`config.mk`:
```
export PLATFORM = sky130hd
export DESIGN_NAME = fetch_unit
export DESIGN_NICKNAME = d
export VERILOG_FILES = /design/src/logic/cpu_ctrl_pkg.sv /design/src/logic/fetch_unit.sv
export VERILOG_INCLUDE_DIRS = /design/src /design/src/include
export SDC_FILE = /design/constraint.sdc
export NUM_CORES = 1
export LEC_CHECK = 0
export ABC_AREA = 1
export BUFFER_PORTS_ARGS = -buffer_cell sky130_fd_sc_hd__clkbuf_2
export CAP_MARGIN = 15
export CORE_AREA = 2 2 341 343
export DETAILED_ROUTE_END_ITERATION = 6
export DIE_AREA = 0 0 343 345
export GPL_ROUTABILITY_DRIVEN = 0
export PLACE_DENSITY = 0.59
export SLEW_MARGIN = 20
export SYNTH_ARGS = -nofsm -noshare
export SYNTH_HDL_FRONTEND = slang
export SYNTH_SLANG_ARGS = --single-unit
export TNS_END_PERCENT = 20
```
`constraint.sdc`:
```
create_clock -name clk -period 2.9 [get_ports clk]
set_input_delay 0.435 -clock clk [delete_from_list [all_inputs] [get_ports clk]]
set_output_delay 0.435 -clock clk [all_outputs]
set_load 0.02 [all_outputs]
```
`src/include/cpu_settings.svh`:
```
`ifndef CPU_SETTINGS_SVH
`define CPU_SETTINGS_SVH

// Reset vector of the program counter
`define STARTADDR 32'h0000_0000

// Instruction memory geometry
`define IMEM_DEPTH 32
`define IMEM_AW 5

// Data memory geometry
`define DMEM_DEPTH 32
`define DMEM_AW 5

// Word index of a byte address is taken from bit 2 up,
// so a memory of 2**AW words decodes address bits AW+1 down to 2

`endif
```
`src/logic/cpu_ctrl_pkg.sv`:
```
package cpu_ctrl_pkg;

    // Operation selected in the ALU
    typedef enum logic [3:0] {
        ADD  = 4'd0,
        SUB  = 4'd1,
        SLT  = 4'd2,
        AND  = 4'd3,
        NOR  = 4'd4,
        OR   = 4'd5,
        XOR  = 4'd6,
        SLL  = 4'd7,
        SRL  = 4'd8,
        LUI  = 4'd9,
        NONE = 4'd15            // Result forced to zero
    } alu_op_e;

    // Kind of next-PC computation
    typedef enum logic [1:0] {
        SEQ  = 2'd0,            // PC+4
        BEQ  = 2'd1,            // Branch if equal
        BNE  = 2'd2,            // Branch if not equal
        JUMP = 2'd3             // Region jump
    } pc_sel_e;

endpackage

```
`src/logic/fetch_unit.sv`:
```
`timescale 1ns/1ps
`include "cpu_settings.svh"

module fetch_unit (
    input  logic                  clk,
    input  logic                  resetn,
    input  logic                  imem_wen,
    input  logic [`IMEM_AW-1:0]   imem_waddr,
    input  logic [31:0]           imem_wdata,
    input  cpu_ctrl_pkg::pc_sel_e pc_sel,
    input  logic [31:0]           rs_value,
    input  logic [31:0]           rt_value,
    output logic [31:0]           pc,
    output logic [31:0]           inst
);

    logic [31:0] imem [0:`IMEM_DEPTH-1];
    logic [31:0] seq_pc;
    logic [31:0] br_target;
    logic [31:0] j_target;
    logic [31:0] next_pc;
    logic        operands_equal;

    // Program load port
    always_ff @(posedge clk) begin
        if (imem_wen) begin
            imem[imem_waddr] <= imem_wdata;
        end
    end

    assign inst = imem[pc[`IMEM_AW+1:2]];    // Combinational fetch

    assign seq_pc    = pc + 32'd4;
    assign br_target = pc + {{14{inst[15]}}, inst[15:0], 2'b00};    // No delay slot
    assign j_target  = {pc[31:28], inst[25:0], 2'b00};

    assign operands_equal = (rs_value == rt_value);

    always_comb begin
        case (pc_sel)
            cpu_ctrl_pkg::SEQ: begin
                next_pc = seq_pc;
            end
            cpu_ctrl_pkg::BEQ: begin
                next_pc = operands_equal ? br_target : seq_pc;
            end
            cpu_ctrl_pkg::BNE: begin
                next_pc = operands_equal ? seq_pc : br_target;
            end
            cpu_ctrl_pkg::JUMP: begin
                next_pc = j_target;
            end
            default: begin
                next_pc = seq_pc;
            end
        endcase
    end

    always_ff @(posedge clk) begin
        if (!resetn) begin
            pc <= `STARTADDR;    // Held through reset
        end else begin
            pc <= next_pc;
        end
    end

endmodule

```
==> results_dict.tcl, run 1 <==
set metrics [dict create \
    fin_ws_ps -455 \
    maxSlewHeadroom 0.466 \
    critPathLaunchType "register" \
    grt_max_degree 50 \
    htree_levels 3 \
    power.leakage_nw 20.3 \
    clock_latency_ps 690 \
    rows 125 \
    crit_fanout 8 \
    clk_pin_slew_ps 70 \
    status "finished, violations left" \
    grt_usage 0.241 \
    async_flop_share 0 \
    post_drt_via_cell_ratio 5.52 \
    fp.dieW_um 343 \
    max_freq_mhz 298 \
    post-route-period-util 1.16 \
    dieArea_um2 118000 \
    drt_iter0_drc 3383 \
    numCtsBuffers 104 \
    max_stage_delay_ps 380 \
    crit_chain "buf_4 -> buf_12 -> buf_12 -> buf_16 -> buf_16 -> nor2_2 -> nor2_1 -> o21ai_1 -> o211ai_1 -> nand3_1 -> nand4_1 -> nand2_1 -> inv_2 -> buf_8" \
    grt_pass1_wl_mm 212 \
    rrSetupSlack_ps -440 \
    cts_root_buf "clkbuf_16" \
    holdPathEnd "pc[23]" \
    peakVddDrop_mv 0.467 \
    synth_ff_type "edfxtp_1" \
    nets 4629 \
    dp_hpwl_mm 87.0 \
    seq_power_share 0.380 \
    synth-seq-cells 1054 \
    timing.hold.ws_ps 207 \
    pwr_density_cell_nw_per_um2 804 \
    cts_tree "built" \
    seq_area_frac_synth 0.689 \
    swShare 0.325 \
    p_clk_frac 0.293 \
    hp-start "resetn" \
    internal-power_mw 30.7 \
    skew_ps 31.6 \
    area.growth.synth_to_final_pct 24.4 \
    crit_slowest_cell "dfxtp_4" \
    portBuffers 167 \
    pre_cts_ws_ps -563 \
    drc_errors 0 \
    postCtsHoldBufs 0 \
    cpLargestDelayFamily "buffers and inverters" \
    fill_cells 10100 \
    reg2reg_from "pc[2]" \
    ios 170 \
    ys_types 47 \
    final_util 0.491 \
    synth-edff-count 1024 \
    setup_viol 59 \
    setup_tns_ps -16900 \
    vias 33700 \
    core-area_um2 115000 \
    finalHoldViolCount 0 \
    drt-total-wl_mm 148 \
    violations "negative setup slack" \
    synthCells 3980 \
    ys_warn_count 0 \
    crit_type "reg -> out" \
    start_util 0.395 \
    overflow 0 \
    clock_sinks 1054 \
    holdPathStages 4 \
    worstPathArrival_ps 2920 \
    p_comb_frac 0.328 \
    drv_slew 0 \
    drive_gt1_frac 0.235 \
    syn-cell-area_um2 45500 \
    finalPower_mw 45.5 \
    antenna_found_initial 4 \
    grt_pass1_vias 31600 \
    die_y_um 345 \
    first_pass_iters 5 \
    cap_viol_max_count 0 \
    min_path_type "in -> reg" \
    end_kind "primary output" \
    rsz0062_at_grt "true" \
    ant_nets 0 \
    tightest_slew_ps 800 \
    crit_buf_inv 7 \
    wl_per_cell_um 24.2 \
    p_sw_mw 14.8 \
    n_antenna_cell 0 \
    cp.required_ps 2470 \
    reg2reg_depth 29 \
    syn_area_per_cell_um2 11.4 \
    min_period_ps 3360 \
    r2r-end "pc[19]" \
    clk_path_buf_depth 3 \
]
[cell usage after synthesis (all sizes together), types with 11 or more instances]
library cell / instances / area, um2
nand4: 43 / 275
o211ai: 99 / 743
nor3: 15 / 80.1
o22ai: 86 / 538
a31oi: 11 / 68.8
buf: 169 / 1140
nand3: 259 / 1310
nand2: 592 / 2230
clkbuf: 53 / 199
o221ai: 25 / 219
dfxtp: 30 / 601
xnor2: 38 / 333
a21oi: 71 / 355
o21ai: 501 / 2510
xor2: 22 / 193
inv: 188 / 711
edfxtp: 1024 / 30700
ha: 30 / 375
nor2: 689 / 2610
or2: 12 / 75.1
[through the flow]
stage                     instances  area [um2]
after global placement         5839       50800
after global routing           6101       56600
final                          6101       56600
after CTS                      6053       55100
after detailed placement       5839       50800
after floorplan                3981       45600
[layout make-up]
type	count	area [um2]	share of cell area
Multi-Input combinational cell	2514	13400	0.237
Clock inverter	62	572	0.0101
Sequential cell	1054	31400	0.554
Clock buffer	129	2770	0.0489
Inverter	191	749	0.0132
Timing Repair Buffer	624	5780	0.102
Timing Repair inverter	3	33.8	0.000597
Tap cell	1524	1910	0.0337
[sequential cells by signal (all words and copies together), names as in the netlist]
register and count:
imem 1024, pc 30
[worst reg2reg max path, delay by kind of cell, from the launching register on]
kind | cells | cell delay [ps]
adder cells (fa/ha/maj) | 1 | 290
flip-flops | 1 | 380
buffers and inverters | 7 | 920
AO/OA/AOI/OAI | 4 | 420
AND/OR/NAND/NOR | 17 | 1250
[cells in the final DEF (no fill, tap or decap), types with 21 or more instances in the layout]
cell type,synthesis,final
o21ai_1,36,88
nand4_1,42,42
dfxtp_1,30,25
o22ai_1,86,85
o211ai_1,99,99
inv_1,182,155
xnor2_1,38,37
nand2_1,589,523
buf_6,32,31
edfxtp_1,1024,1024
clkbuf_16,0,116
inv_2,5,27
a21oi_1,71,39
nand3_1,257,242
o21ai_0,465,402
ha_4,0,25
nor2_1,683,613
buf_4,42,343
xor2_1,22,21
nor2_4,2,43
nor2_2,4,33
nand2_2,3,58
buf_12,0,60
a21oi_2,0,26
clkbuf_2,0,149
clkinv_1,2,22
o221ai_1,25,22
[power groups by stage]
stage | clock, mW | combinational (mW) | sequential, mW
final | 13.3 | 14.9 | 17.3
after global routing | 14.1 | 16.0 | 17.3
after CTS | 13.5 | 12.9 | 17.3
after detailed placement | 0 | 12.0 | 17.6
after global placement | 0 | 11.9 | 17.6
after floorplan | 0 | 6.54 | 17.6
[worst max-delay path by stage]
stage / start / cells past startpoint / end
floorplan: pc[2] / 22 / pc[22]
global placement: pc[3] / 20 / pc[21]
detailed placement: pc[2] / 22 / pc[15]
CTS: pc[2] / 23 / pc[15]
global route: pc[2] / 29 / pc[27]
finish: pc[2] / 14 / inst[23]
[cell families after synthesis]
logic type	after synthesis	share of synthesized area
adders and majority gates	31	0.00869
and+or+nand+nor	1622	0.147
other	1	0.0000825
AOI/OAI and AO/OA	799	0.0984
buffers and inverters	413	0.0453
DFF	1054	0.689
xor gates and xnor gates	60	0.0116
[layer usage]
metal | GRT usage | up-vias | share of wire
met5 | 0 | - | 0.00018
met4 | 0.0867 | 4 | 0.037
met3 | 0.0366 | 278 | 0.080
met2 | 0.388 | 1499 | 0.47
met1 | 0.332 | 16700 | 0.41
li1 | - | 15200 | -
[timing repair]
item                       CTS  global route
gates resized for setup    161           289
setup buffers               12            37
pin swaps                   18           109
setup endpoints to repair   59            59
cloned                      11            12
Power figures use the tool's default switching activity.
==> run 2, diff against run 1 <==
- SETUP_SLACK_MARGIN: not set -> 0.15
==> results_dict.tcl, run 2 (same netlist as run 1, synthesis figures left out) <==
set metrics [dict create \
    finalPower_mw 44.0 \
    core-area_um2 115000 \
    rsz0062_at_grt "true" \
    reg_top3 "imem x1024, pc x30" \
    drt_iter0_drc 3527 \
    drt-total-wl_mm 146 \
    holdPathStages 4 \
    cts_root_buf "clkbuf_16" \
    vias 33300 \
    worstPathArrival_ps 2900 \
    min_period_ps 3340 \
    grt_usage 0.237 \
    clk_path_buf_depth 3 \
    final_cell_mix "edfxtp_1, nor2_1, nand2_1" \
    regMostFlops "imem" \
    overflow 0 \
    violations "negative setup slack" \
    fin_ws_ps -436 \
    crit_fanout 19 \
    end_kind "primary output" \
    cts_tree "built" \
    status "finished, violations left" \
    finalHoldViolCount 0 \
    clock_latency_ps 700 \
    area.growth.synth_to_final_pct 22.0 \
    ios 170 \
    htree_levels 3 \
    grt_pass1_vias 30900 \
    power.leakage_nw 19.8 \
    crit_slowest_cell "dfxtp_4" \
    cp.required_ps 2470 \
    antenna_found_initial 7 \
    ant_nets 0 \
    fp.dieW_um 343 \
    min_path_type "in -> reg" \
    max_stage_delay_ps 450 \
    pwr_density_cell_nw_per_um2 794 \
    first_pass_iters 6 \
    clk_pin_slew_ps 60 \
    pre_cts_ws_ps -530 \
    post-route-period-util 1.15 \
    crit_chain "buf_12 -> clkinv_16 -> buf_16 -> clkbuf_16 -> nor2_2 -> o22ai_1 -> o211ai_1 -> nand3_1 -> o21ai_2 -> inv_1 -> buf_2" \
    die_y_um 345 \
    instances_no_fill 6044 \
    wl_per_cell_um 24.2 \
    postCtsHoldBufs 0 \
    drc_errors 0 \
    drive_gt1_frac 0.215 \
    final_util 0.482 \
    portBuffers 167 \
    grt_max_degree 50 \
    dpl.cell_count 5795 \
    clock_sinks 1054 \
    skew_ps 27.6 \
    grt_pass1_wl_mm 208 \
    numCtsBuffers 103 \
    largest_reg_flops 1024 \
    peakVddDrop_mv 0.447 \
    final_common_cell "edfxtp_1" \
    tightest_slew_ps 843 \
    nets 4567 \
    start_util 0.395 \
    maxSlewHeadroom 0.437 \
    setup_viol 59 \
    setup_tns_ps -15700 \
    post_drt_via_cell_ratio 5.51 \
    rows 125 \
    drv_slew 0 \
    max_freq_mhz 300 \
    dp_hpwl_mm 84.1 \
    dieArea_um2 118000 \
    cap_viol_max_count 0 \
    crit_type "reg -> out" \
    critPathLaunchType "register" \
    reg2reg_depth 21 \
]
==> run 2: changes by cell type in the layout (fill, tap and decap cells not counted), moves of 6 or more <==
cell        before  now
inv_2           27   20
o21ai_1         88  104
o21ai_0        402  384
clkinvlp_4       9    2
buf_4          343  302
clkbuf_1        20   26
clkbuf_2       149  155
buf_6           31   14
clkinv_1        22   34
nor2_1         613  619
ha_4            25   17
inv_1          155  161
==> run 2: power breakdown <==
group          switching, mW  internal, mW
logic                   8.26          5.62
clock network           5.75          7.13
registers              0.295          17.0
==> run 2: per-stage QoR <==
| step | hold WS (ps) | instance area (um2) |
|---|---|---|
| floorplan | 534 | 45600 |
| global placement | 624 | 50400 |
| global route | 218 | 55500 |
| detailed placement | 625 | 50400 |
| CTS | 161 | 54200 |
| finish | 193 | 55500 |
==> run 2: layout make-up <==
| type | count | area, um2 |
|---|---|---|
| Timing Repair Buffer | 563 | 5110 |
| Fill cell | 10300 | 59600 |
| Clock inverter | 60 | 423 |
| Sequential cell | 1054 | 31400 |
| Multi-Input combinational cell | 2514 | 13100 |
| Clock buffer | 132 | 2750 |
| Timing Repair inverter | 3 | 31.3 |
| Tap cell | 1524 | 1910 |
| Inverter | 191 | 762 |
| Antenna cell | 3 | 7.51 |
==> run 2: worst paths after layout <==
path,start,end,slack (ps)
setup / recovery,pc[2],inst[27],-440
setup reg to reg,pc[2],pc[25],-380
hold / removal,resetn,pc[24],190
hold reg to reg,pc[30],pc[30],630
==> run 2: critical path, delay by kind of cell (launching register included) <==
family / cells / cell delay [ps]
buffers and inverters: 6 / 860
AOI/OAI and AO/OA: 3 / 650
and+or+nand+nor: 2 / 250
DFF: 1 / 450
==> run 2: timing repair <==
| item | 4_1_cts | 5_1_grt |
|---|---|---|
| gates resized for setup | 82 | 324 |
| pin swaps | 7 | 88 |
| setup endpoints to repair | 61 | 61 |
| cloned | 7 | 12 |
| buffers inserted | 5 | 30 |
==> run 2: layer usage <==
layer / vias up / wire length (um) / track usage
met4: 4 / 5200 / 0.0811
li1: 15100 / - / -
met2: 1435 / 69300 / 0.387
met5: - / 25 / 0
met3: 288 / 10700 / 0.0278
met1: 16500 / 60800 / 0.329
