==> src/include/cpu_settings.svh <==
`ifndef CPU_SETTINGS_SVH
`define CPU_SETTINGS_SVH

// Reset vector of the program counter
`define STARTADDR 32'h0000_0000

// Instruction memory geometry
`define IMEM_DEPTH 32
`define IMEM_AW 5

// Data memory geometry
`define DMEM_DEPTH 32
`define DMEM_AW 5

// Word index of a byte address is taken from bit 2 up,
// so a memory of 2**AW words decodes address bits AW+1 down to 2

`endif
==> src/logic/cpu_ctrl_pkg.sv <==
package cpu_ctrl_pkg;

    // Operation selected in the ALU
    typedef enum logic [3:0] {
        ADD  = 4'd0,
        SUB  = 4'd1,
        SLT  = 4'd2,
        AND  = 4'd3,
        NOR  = 4'd4,
        OR   = 4'd5,
        XOR  = 4'd6,
        SLL  = 4'd7,
        SRL  = 4'd8,
        LUI  = 4'd9,
        NONE = 4'd15            // Result forced to zero
    } alu_op_e;

    // Kind of next-PC computation
    typedef enum logic [1:0] {
        SEQ  = 2'd0,            // PC+4
        BEQ  = 2'd1,            // Branch if equal
        BNE  = 2'd2,            // Branch if not equal
        JUMP = 2'd3             // Region jump
    } pc_sel_e;

endpackage

==> src/logic/mips_isa_pkg.sv <==
package mips_isa_pkg;

    // Primary opcode field, inst[31:26]
    typedef enum logic [5:0] {
        SPECIAL = 6'b000000,    // R-type, see funct
        J       = 6'b000010,
        BEQ     = 6'b000100,
        BNE     = 6'b000101,
        ADDIU   = 6'b001001,
        LUI     = 6'b001111,
        LW      = 6'b100011,
        SW      = 6'b101011
    } opcode_e;

    // Function field of SPECIAL, inst[5:0]
    typedef enum logic [5:0] {
        SLL  = 6'b000000,       // Shift by sa
        SRL  = 6'b000010,       // Shift by sa
        ADDU = 6'b100001,
        SUBU = 6'b100011,
        AND  = 6'b100100,
        OR   = 6'b100101,
        XOR  = 6'b100110,
        NOR  = 6'b100111,
        SLT  = 6'b101010        // Signed compare
    } funct_e;

endpackage

==> src/logic/inst_decoder.sv <==
`timescale 1ns/1ps

module inst_decoder (
    input  logic [31:0]           inst,
    output logic [4:0]            rs,
    output logic [4:0]            rt,
    output logic [4:0]            rd,
    output logic [4:0]            sa,
    output logic [15:0]           imm,
    output cpu_ctrl_pkg::alu_op_e alu_op,
    output logic                  src1_is_sa,
    output logic                  src2_is_imm,
    output logic                  rf_wen,
    output logic                  wdest_rd,
    output logic                  wb_from_mem,
    output logic                  mem_wen,
    output cpu_ctrl_pkg::pc_sel_e pc_sel
);

    logic [5:0] op;
    logic [5:0] funct;
    logic       sa_zero;
    logic       rs_zero;

    assign op    = inst[31:26];
    assign rs    = inst[25:21];
    assign rt    = inst[20:16];
    assign rd    = inst[15:11];
    assign sa    = inst[10:6];
    assign funct = inst[5:0];
    assign imm   = inst[15:0];

    assign sa_zero = (sa == 5'd0);    // Required by non-shift R-type
    assign rs_zero = (rs == 5'd0);    // Required by SLL and SRL

    always_comb begin
        alu_op      = cpu_ctrl_pkg::NONE;    // Unknown words act as no-ops
        src1_is_sa  = 1'b0;
        src2_is_imm = 1'b0;
        rf_wen      = 1'b0;
        wdest_rd    = 1'b0;
        wb_from_mem = 1'b0;
        mem_wen     = 1'b0;
        pc_sel      = cpu_ctrl_pkg::SEQ;
        case (op)
            mips_isa_pkg::SPECIAL: begin
                case (funct)
                    mips_isa_pkg::ADDU: if (sa_zero) alu_op = cpu_ctrl_pkg::ADD;
                    mips_isa_pkg::SUBU: if (sa_zero) alu_op = cpu_ctrl_pkg::SUB;
                    mips_isa_pkg::SLT:  if (sa_zero) alu_op = cpu_ctrl_pkg::SLT;
                    mips_isa_pkg::AND:  if (sa_zero) alu_op = cpu_ctrl_pkg::AND;
                    mips_isa_pkg::NOR:  if (sa_zero) alu_op = cpu_ctrl_pkg::NOR;
                    mips_isa_pkg::OR:   if (sa_zero) alu_op = cpu_ctrl_pkg::OR;
                    mips_isa_pkg::XOR:  if (sa_zero) alu_op = cpu_ctrl_pkg::XOR;
                    mips_isa_pkg::SLL:  if (rs_zero) alu_op = cpu_ctrl_pkg::SLL;
                    mips_isa_pkg::SRL:  if (rs_zero) alu_op = cpu_ctrl_pkg::SRL;
                    default: alu_op = cpu_ctrl_pkg::NONE;
                endcase
                src1_is_sa = (alu_op == cpu_ctrl_pkg::SLL) || (alu_op == cpu_ctrl_pkg::SRL);
                rf_wen     = (alu_op != cpu_ctrl_pkg::NONE);    // Only matched R-type writes
                wdest_rd   = 1'b1;
            end
            mips_isa_pkg::ADDIU: begin
                alu_op      = cpu_ctrl_pkg::ADD;
                src2_is_imm = 1'b1;
                rf_wen      = 1'b1;
            end
            mips_isa_pkg::LUI: begin
                alu_op      = cpu_ctrl_pkg::LUI;
                src2_is_imm = 1'b1;
                rf_wen      = 1'b1;
            end
            mips_isa_pkg::LW: begin
                alu_op      = cpu_ctrl_pkg::ADD;    // Base plus offset
                src2_is_imm = 1'b1;
                rf_wen      = 1'b1;
                wb_from_mem = 1'b1;
            end
            mips_isa_pkg::SW: begin
                alu_op      = cpu_ctrl_pkg::ADD;
                src2_is_imm = 1'b1;
                mem_wen     = 1'b1;
            end
            mips_isa_pkg::BEQ: pc_sel = cpu_ctrl_pkg::BEQ;
            mips_isa_pkg::BNE: pc_sel = cpu_ctrl_pkg::BNE;
            mips_isa_pkg::J:   pc_sel = cpu_ctrl_pkg::JUMP;
            default: pc_sel = cpu_ctrl_pkg::SEQ;
        endcase
    end

endmodule

==> config.mk <==
export PLATFORM = sky130hd
export DESIGN_NAME = inst_decoder
export DESIGN_NICKNAME = d
export VERILOG_FILES = /design/src/include/cpu_settings.svh /design/src/logic/cpu_ctrl_pkg.sv /design/src/logic/mips_isa_pkg.sv /design/src/logic/inst_decoder.sv
export SDC_FILE = /design/constraint.sdc
export NUM_CORES = 1
export LEC_CHECK = 0
export CAP_MARGIN = 40
export CORE_AREA = 2 2 53 55
export DETAILED_ROUTE_END_ITERATION = 6
export DIE_AREA = 0 0 55 57
export DONT_BUFFER_PORTS = 1
export PLACE_DENSITY = 0.63
export SYNTH_ARGS = -nofsm -noshare
export SYNTH_HDL_FRONTEND = slang
export SYNTH_SLANG_ARGS = --single-unit
==> constraint.sdc <==
create_clock -name vclk -period 2.5
set_input_delay 0.125 -clock vclk [all_inputs]
set_output_delay 0.125 -clock vclk [all_outputs]
set_load 0.005 [all_outputs]
==> impl_metrics.env, run 1 <==
export IMPL_grt_pass1_vias=732
export IMPL_cp_buffers_inverters=0
export IMPL_post_place_ws_ps=733
export IMPL_worst_setup_path_type="in2out"
export IMPL_syn_to_final_growth_pct=-31.1
export IMPL_netlist_instances=143
export IMPL_row_count=19
export IMPL_grt_usage=0.118
export IMPL_grtUsageMet2=0.196
export IMPL_rsz0062_at_grt="false"
export IMPL_io_buffers=0
export IMPL_finalWirelength_um=1940
export IMPL_fin_crit_ps=1730
export IMPL_core_um2=2620
export IMPL_antenna_found_initial=0
export IMPL_dp_hpwl_um=1490
export IMPL_grt_use_met1=0.160
export IMPL_yosysSeqAreaShare=0
export IMPL_vias_per_cell=6.37
export IMPL_grtUsageMet3=0.0236
export IMPL_ant_nets=0
export IMPL_cp_max_fo=3
export IMPL_final_max_slew_viol_count=0
export IMPL_min_period_over_period=0.692
export IMPL_layout_setup_ws_ps=769
export IMPL_drc=0
export IMPL_cp_end_kind="output pin"
export IMPL_drt_wirelength_per_cell_um=15.0
export IMPL_cap_violations=0
export IMPL_p_sw_frac=0.492
export IMPL_n_antenna_cell=0
export IMPL_cts_setup_buffers=0
export IMPL_die_area_um2=3140
export IMPL_worstMarginPinSlew_ps=521
export IMPL_grt_max_degree=20
export IMPL_grt_overflow=0
export IMPL_sequentialPowerShare=0
export IMPL_synth_cell_types=50
export IMPL_setup_violations=0
export IMPL_p_int_uw=29.3
export IMPL_cp_required_ps=2380
export IMPL_cp_startpoint="inst[21]"
export IMPL_synth_warnings=0
export IMPL_finalHoldViolCount=0
export IMPL_pin_count=80
export IMPL_nClkBuffers=0
export IMPL_path_depth=5
export IMPL_fmax_ghz=0.578
export IMPL_cts_hold_buf=0
export IMPL_drtPass1Iterations=4
export IMPL_worstSetupStartpointType="input port"
export IMPL_critPathTopFamily="simple AND/OR/NAND/NOR gates"
export IMPL_cp_arrival_ps=1610
export IMPL_cpPeakStageDelay_ps=520
export IMPL_power_share_combinational=1.000
export IMPL_leakage_nw=0.179
export IMPL_seq_area_um2=0
export IMPL_die_width_um=55
export IMPL_seq_cell_count=0
export IMPL_busiest_layer="met2"
export IMPL_pwr_share_clk=0
export IMPL_syn_avg_cell_area_um2=6.98
export IMPL_final_nets=132
export IMPL_fp_dieH_um=57
export IMPL_ir_drop_uv=27.8
export IMPL_cp_slowest_cell="or4_4"
export IMPL_grt_pass1_wl_um=2980
export IMPL_status="finished clean"
export IMPL_p_sw_uw=28.3
export IMPL_power_density_nw_per_um2=83.8
export IMPL_cp_cell_sequence="or4_4 -> o311ai_1 -> nand4_2 -> a2111oi_2 -> nor2_1"
export IMPL_slew_headroom=0.644
export IMPL_syn_nets=175
export IMPL_syn_cell_area_um2=998
export IMPL_fin_tns_setup_ps=0
export IMPL_drtIter0Drc=16
export IMPL_hold_path_class="in2out"
export IMPL_initial_core_util=0.382
export IMPL_cts_resized=0
export IMPL_drive_gt1_frac=0.163
export IMPL_crit_end="alu_op[1]"
export IMPL_route_vias_total=822
export IMPL_place_congestion=0.812
==> cell usage after synthesis (3+ instances only) <==
cell type | number | area [µm²]
or3_1 | 3 | 18.8
or2_2 | 3 | 18.8
inv_1 | 3 | 11.3
nand2b_1 | 4 | 25.0
clkbuf_1 | 3 | 11.3
nor3_1 | 4 | 20.0
buf_4 | 36 | 270
nand2_1 | 6 | 22.5
nand3b_1 | 4 | 30.0
buf_6 | 6 | 67.6
nor2_1 | 12 | 45.0
a21oi_1 | 4 | 20.0
o21ai_0 | 11 | 55.1
==> layout by cell type (no fill, tap or decap), types with 2 or more instances in the layout <==
| master | netlist | final |
|---|---|---|
| o21ai_0 | 11 | 11 |
| a21boi_0 | 2 | 2 |
| inv_1 | 3 | 3 |
| a211oi_1 | 2 | 2 |
| or4_4 | 2 | 2 |
| nor2_1 | 12 | 12 |
| nand2b_1 | 4 | 4 |
| a21oi_1 | 4 | 4 |
| a211o_1 | 2 | 2 |
| a31oi_1 | 2 | 2 |
| or3_1 | 3 | 3 |
| nand2_1 | 6 | 6 |
| nand3b_1 | 4 | 4 |
| nor3_1 | 4 | 4 |
| nor2b_1 | 2 | 2 |
| or2_2 | 3 | 3 |
| nor4b_1 | 2 | 2 |
==> routing by layer <==
| metal | share of wire | routed length, µm | vias to the layer above |
|---|---|---|---|
| met2 | 0.46 | 896 | 39 |
| met5 | 0 | 0 | - |
| met1 | 0.45 | 879 | 388 |
| met3 | 0.081 | 157 | 2 |
| met4 | 0.0021 | 4 | 0 |
| li1 | - | - | 393 |
==> stage by stage <==
| stage | hold WS (ps) | utilization | instance area (µm²) | instances | total power [mW] |
|---|---|---|---|---|---|
| after CTS | 250 | 0.263 | 688 | 129 | 0.0579 |
| after detailed placement | 250 | 0.263 | 688 | 129 | 0.0575 |
| final | 250 | 0.263 | 688 | 129 | 0.0576 |
| after global routing | 250 | 0.263 | 688 | 129 | 0.0653 |
| after floorplan | 281 | - | 998 | 143 | 0.116 |
| after global placement | 250 | 0.263 | 688 | 129 | 0.0560 |
==> power groups by stage <==
| stage | logic (mW) | registers (mW) | clock network [mW] |
|---|---|---|---|
| global route | 0.0653 | 0 | 0 |
| detailed placement | 0.0575 | 0 | 0 |
| global placement | 0.0560 | 0 | 0 |
| floorplan | 0.116 | 0 | 0 |
| CTS | 0.0579 | 0 | 0 |
| finish | 0.0576 | 0 | 0 |
==> cell families after synthesis <==
kind of cell	count (synthesis)	synth area share
AO/OA/AOI/OAI	37	0.267
XOR/XNOR	1	0.00877
buffers and inverters	49	0.370
AND/OR/NAND/NOR	56	0.355
==> final cells by class <==
type | count | area [µm²]
multi-input cells | 94 | 629
well taps | 31 | 38.8
inverters | 4 | 20.0
fillers | 294 | 1930
==> how the worst min path moves through the flow <==
stage             start     endpoint  cells after the start
3_3_place_gp   inst[18]        rt[2]                      0
2_1_floorplan  inst[29]  wb_from_mem                      1
6_report       inst[17]        rt[1]                      0
5_1_grt        inst[17]        rt[1]                      0
4_1_cts        inst[18]        rt[2]                      0
3_5_place_dp   inst[18]        rt[2]                      0
Power figures use the tool's default switching activity.
==> run 2: changes to the inputs <==
==> constraint.sdc (replaced) <==
create_clock -name vclk -period 1.7
set_input_delay 0.085 -clock vclk [all_inputs]
set_output_delay 0.085 -clock vclk [all_outputs]
set_load 0.005 [all_outputs]
==> impl_metrics.env, run 2 (synthesized netlist as in run 1, its figures left out) <==
export IMPL_status="finished clean"
export IMPL_cp_slowest_cell="or4_4"
export IMPL_cp_buffers_inverters=1
export IMPL_whs_ps=170
export IMPL_place_congestion=0.844
export IMPL_hold_end="rt[1]"
export IMPL_drc=0
export IMPL_fp_dieH_um=57
export IMPL_die_area_um2=3140
export IMPL_n_antenna_cell=0
export IMPL_critPathTopFamily="simple AND/OR/NAND/NOR gates"
export IMPL_min_period_over_period=0.940
export IMPL_fmax_ghz=0.626
export IMPL_core_um2=2620
export IMPL_finalHoldViolCount=0
export IMPL_p_sw_frac=0.484
export IMPL_grt_usage=0.113
export IMPL_cts_setup_buffers=0
export IMPL_fin_crit_ps=1600
export IMPL_final_cells=132
export IMPL_rsz0062_at_grt="false"
export IMPL_worstMarginPinSlew_ps=527
export IMPL_syn_to_final_growth_pct=-28.1
export IMPL_dp_hpwl_um=1520
export IMPL_setup_violations=0
export IMPL_grt_max_degree=20
export IMPL_cp_end_kind="output pin"
export IMPL_p_sw_uw=43.4
export IMPL_most_common_layout_cells="nor2_1, o21ai_0, nand2_1"
export IMPL_worst_setup_path_type="in2out"
export IMPL_finalPower_uw=89.7
export IMPL_fin_tns_setup_ps=0
export IMPL_nClkBuffers=0
export IMPL_power_share_combinational=1.000
export IMPL_final_nets=135
export IMPL_row_count=19
export IMPL_leakage_nw=0.193
export IMPL_cp_required_ps=1620
export IMPL_seq_cell_count=0
export IMPL_drt_wirelength_per_cell_um=14.7
export IMPL_cap_violations=0
export IMPL_cp_cell_sequence="or4_4 -> o311ai_2 -> nand4_2 -> buf_4 -> a31oi_1 -> o21ai_0"
export IMPL_grt_pass1_wl_um=2880
export IMPL_pwr_share_clk=0
export IMPL_sequentialPowerShare=0
export IMPL_worstSetupStartpointType="input port"
export IMPL_min_from="inst[17]"
export IMPL_slew_headroom=0.640
export IMPL_cp_max_fo=3
export IMPL_drive_gt1_frac=0.198
export IMPL_cp_arrival_ps=1510
export IMPL_dp_cells=132
export IMPL_die_width_um=55
export IMPL_ant_nets=0
export IMPL_grt_pass1_vias=696
export IMPL_cpPeakStageDelay_ps=530
export IMPL_seq_area_um2=0
export IMPL_grt_overflow=0
export IMPL_final_util=0.275
export IMPL_pin_count=80
export IMPL_io_buffers=0
export IMPL_p_int_uw=46.3
export IMPL_power_density_nw_per_um2=125
export IMPL_drtIter0Drc=34
export IMPL_drtPass1Iterations=5
export IMPL_route_vias_total=832
export IMPL_finalWirelength_um=1940
export IMPL_hold_path_class="in2out"
export IMPL_vias_per_cell=6.30
export IMPL_final_common_cell="nor2_1"
export IMPL_holdPathStages=0
export IMPL_initial_core_util=0.382
export IMPL_ir_drop_uv=39.8
export IMPL_final_max_slew_viol_count=0
export IMPL_antenna_found_initial=0
==> run 2: worst max-delay path by stage <==
stage	start	end	slack (ps)	depth (start not counted)
detailed placement	inst[21]	alu_op[1]	40	5
finish	inst[21]	alu_op[0]	100	6
global placement	inst[21]	alu_op[1]	60	5
floorplan	inst[27]	alu_op[1]	160	7
CTS	inst[21]	alu_op[1]	30	5
global route	inst[21]	alu_op[1]	7	5
==> run 2: metal layers <==
metal  GRT usage  share of wire
met5           0              0
met4     0.00697         0.0021
met3      0.0183          0.080
met2       0.175           0.46
met1       0.171           0.46
==> run 2: per-stage QoR <==
stage / setup slack, ps / cell area, µm²
2_1_floorplan: 160 / 998
3_5_place_dp: 37.1 / 711
3_3_place_gp: 56.3 / 711
5_1_grt: 7.46 / 718
4_1_cts: 31.1 / 711
6_report: 103 / 718
==> run 2: power by group through the flow <==
stage,clock [mW],sequential (mW),combinational (mW)
3_3_place_gp,0,0,0.0864
5_1_grt,0,0,0.0993
6_report,0,0,0.0897
2_1_floorplan,0,0,0.171
3_5_place_dp,0,0,0.0885
4_1_cts,0,0,0.0890
==> run 2: final cells by class <==
type	instances	area [µm²]
fill	293	1900
timing repair buffer	3	22.5
multi-input combinational	94	637
tap	31	38.8
inverter	4	20.0
==> run 2: repair_timing <==
action / 4_1_cts / 5_1_grt
resized for setup: 0 / 1
hold buffers: 0 / 0
setup endpoints to repair: 0 / 2
==> run 3: changes to the inputs <==
--- a/config.mk
+++ b/config.mk
@@ -10,7 +10,6 @@
 export DETAILED_ROUTE_END_ITERATION = 6
 export DIE_AREA = 0 0 55 57
 export DONT_BUFFER_PORTS = 1
-export PLACE_DENSITY = 0.63
 export SYNTH_ARGS = -nofsm -noshare
 export SYNTH_HDL_FRONTEND = slang
 export SYNTH_SLANG_ARGS = --single-unit
==> impl_metrics.env, run 3 (synthesized netlist as in run 1, its figures left out) <==
export IMPL_status="finished clean"
export IMPL_route_vias_total=824
export IMPL_ir_drop_uv=47.6
export IMPL_leakage_nw=0.193
export IMPL_worstSetupStartpointType="input port"
export IMPL_finalWirelength_um=1990
export IMPL_die_width_um=55
export IMPL_slew_headroom=0.648
export IMPL_fmax_ghz=0.629
export IMPL_rsz0062_at_grt="false"
export IMPL_grt_pass1_wl_um=3200
export IMPL_pin_count=80
export IMPL_cp_arrival_ps=1510
export IMPL_vias_per_cell=6.24
export IMPL_final_cells=132
export IMPL_holdPathStages=0
export IMPL_fp_dieH_um=57
export IMPL_cts_hold_buf=0
export IMPL_cp_startpoint="inst[21]"
export IMPL_setup_violations=0
export IMPL_most_common_layout_cells="nor2_1, o21ai_0, nand2_1"
export IMPL_dp_cells=132
export IMPL_drc=0
export IMPL_drtPass1Iterations=4
export IMPL_grt_max_degree=20
export IMPL_initial_core_util=0.382
export IMPL_antenna_found_initial=0
export IMPL_fin_area_um2=718
export IMPL_min_from="inst[18]"
export IMPL_grt_overflow=0
export IMPL_row_count=19
export IMPL_cp_end_kind="output pin"
export IMPL_hold_path_class="in2out"
export IMPL_cp_required_ps=1620
export IMPL_syn_to_final_growth_pct=-28.1
export IMPL_io_buffers=0
export IMPL_worstMarginPinSlew_ps=514
export IMPL_dp_hpwl_um=1560
export IMPL_place_congestion=0.854
export IMPL_seq_area_um2=0
export IMPL_seq_cell_count=0
export IMPL_finalHoldViolCount=0
export IMPL_nClkBuffers=0
export IMPL_final_max_slew_viol_count=0
export IMPL_worst_setup_path_type="in2out"
export IMPL_grt_usage=0.127
export IMPL_n_antenna_cell=0
export IMPL_hold_end="rt[2]"
export IMPL_grt_pass1_vias=771
export IMPL_drive_gt1_frac=0.198
export IMPL_placed_area_um2=711
export IMPL_fin_tns_setup_ps=0
export IMPL_final_common_cell="nor2_1"
export IMPL_min_period_over_period=0.936
export IMPL_drt_wirelength_per_cell_um=15.1
export IMPL_ant_nets=0
export IMPL_fin_crit_ps=1590
export IMPL_drtIter0Drc=22
export IMPL_power_density_nw_per_um2=125
export IMPL_core_um2=2620
export IMPL_final_nets=135
export IMPL_cp_max_fo=3
export IMPL_die_area_um2=3140
export IMPL_cap_violations=0
run 3: cell type report:
class                      count  area, µm²
timing repair buffer           3       22.5
tap                           31       38.8
multi-input combinational     94        637
fill                         308       1900
inverter                       4       20.0
run 3: worst max path at each step:
stage	to	cells after the start	slack [ps]
4_1_cts	alu_op[1]	5	40
2_1_floorplan	alu_op[1]	7	160
6_report	alu_op[0]	6	110
5_1_grt	alu_op[0]	6	30
3_5_place_dp	alu_op[1]	5	40
3_3_place_gp	alu_op[1]	5	60
run 3: timing repair:
item | in CTS | in global routing
buffers inserted | 0 | 0
endpoints found under the setup margin | 0 | 3
resized for setup | 0 | 1
hold endpoints to repair | 0 | 0
run 3: per-stage QoR:
step / worst slack, ps / hold WS (ps) / util / total power [mW]
after floorplan: 160 / 201 / - / 0.171
after global placement: 55.7 / 170 / 0.272 / 0.0867
after detailed placement: 35.6 / 170 / 0.272 / 0.0884
after CTS: 38.9 / 170 / 0.272 / 0.0890
after global routing: 25.1 / 170 / 0.275 / 0.101
final: 109 / 170 / 0.275 / 0.0896
run 3: critical path, cell delays in order:
cell,delay (ps)
or4_4,530
o311ai_2,240
nand4_2,160
buf_4,180
a31oi_1,170
o21ai_0,140
run 3: where the power goes:
part,total (mW),internal (mW),switching (mW)
sequential,0,0,0
combinational,0.0896,0.0463,0.0433
clock,0,0,0
run 3: layer usage:
metal | vias to the layer above | part of all wire | global-route usage
li1 | 400 | - | -
met1 | 379 | 0.44 | 0.154
met2 | 43 | 0.48 | 0.228
met3 | 2 | 0.082 | 0.0393
met4 | 0 | 0.0010 | 0.00348
met5 | - | 0 | 0
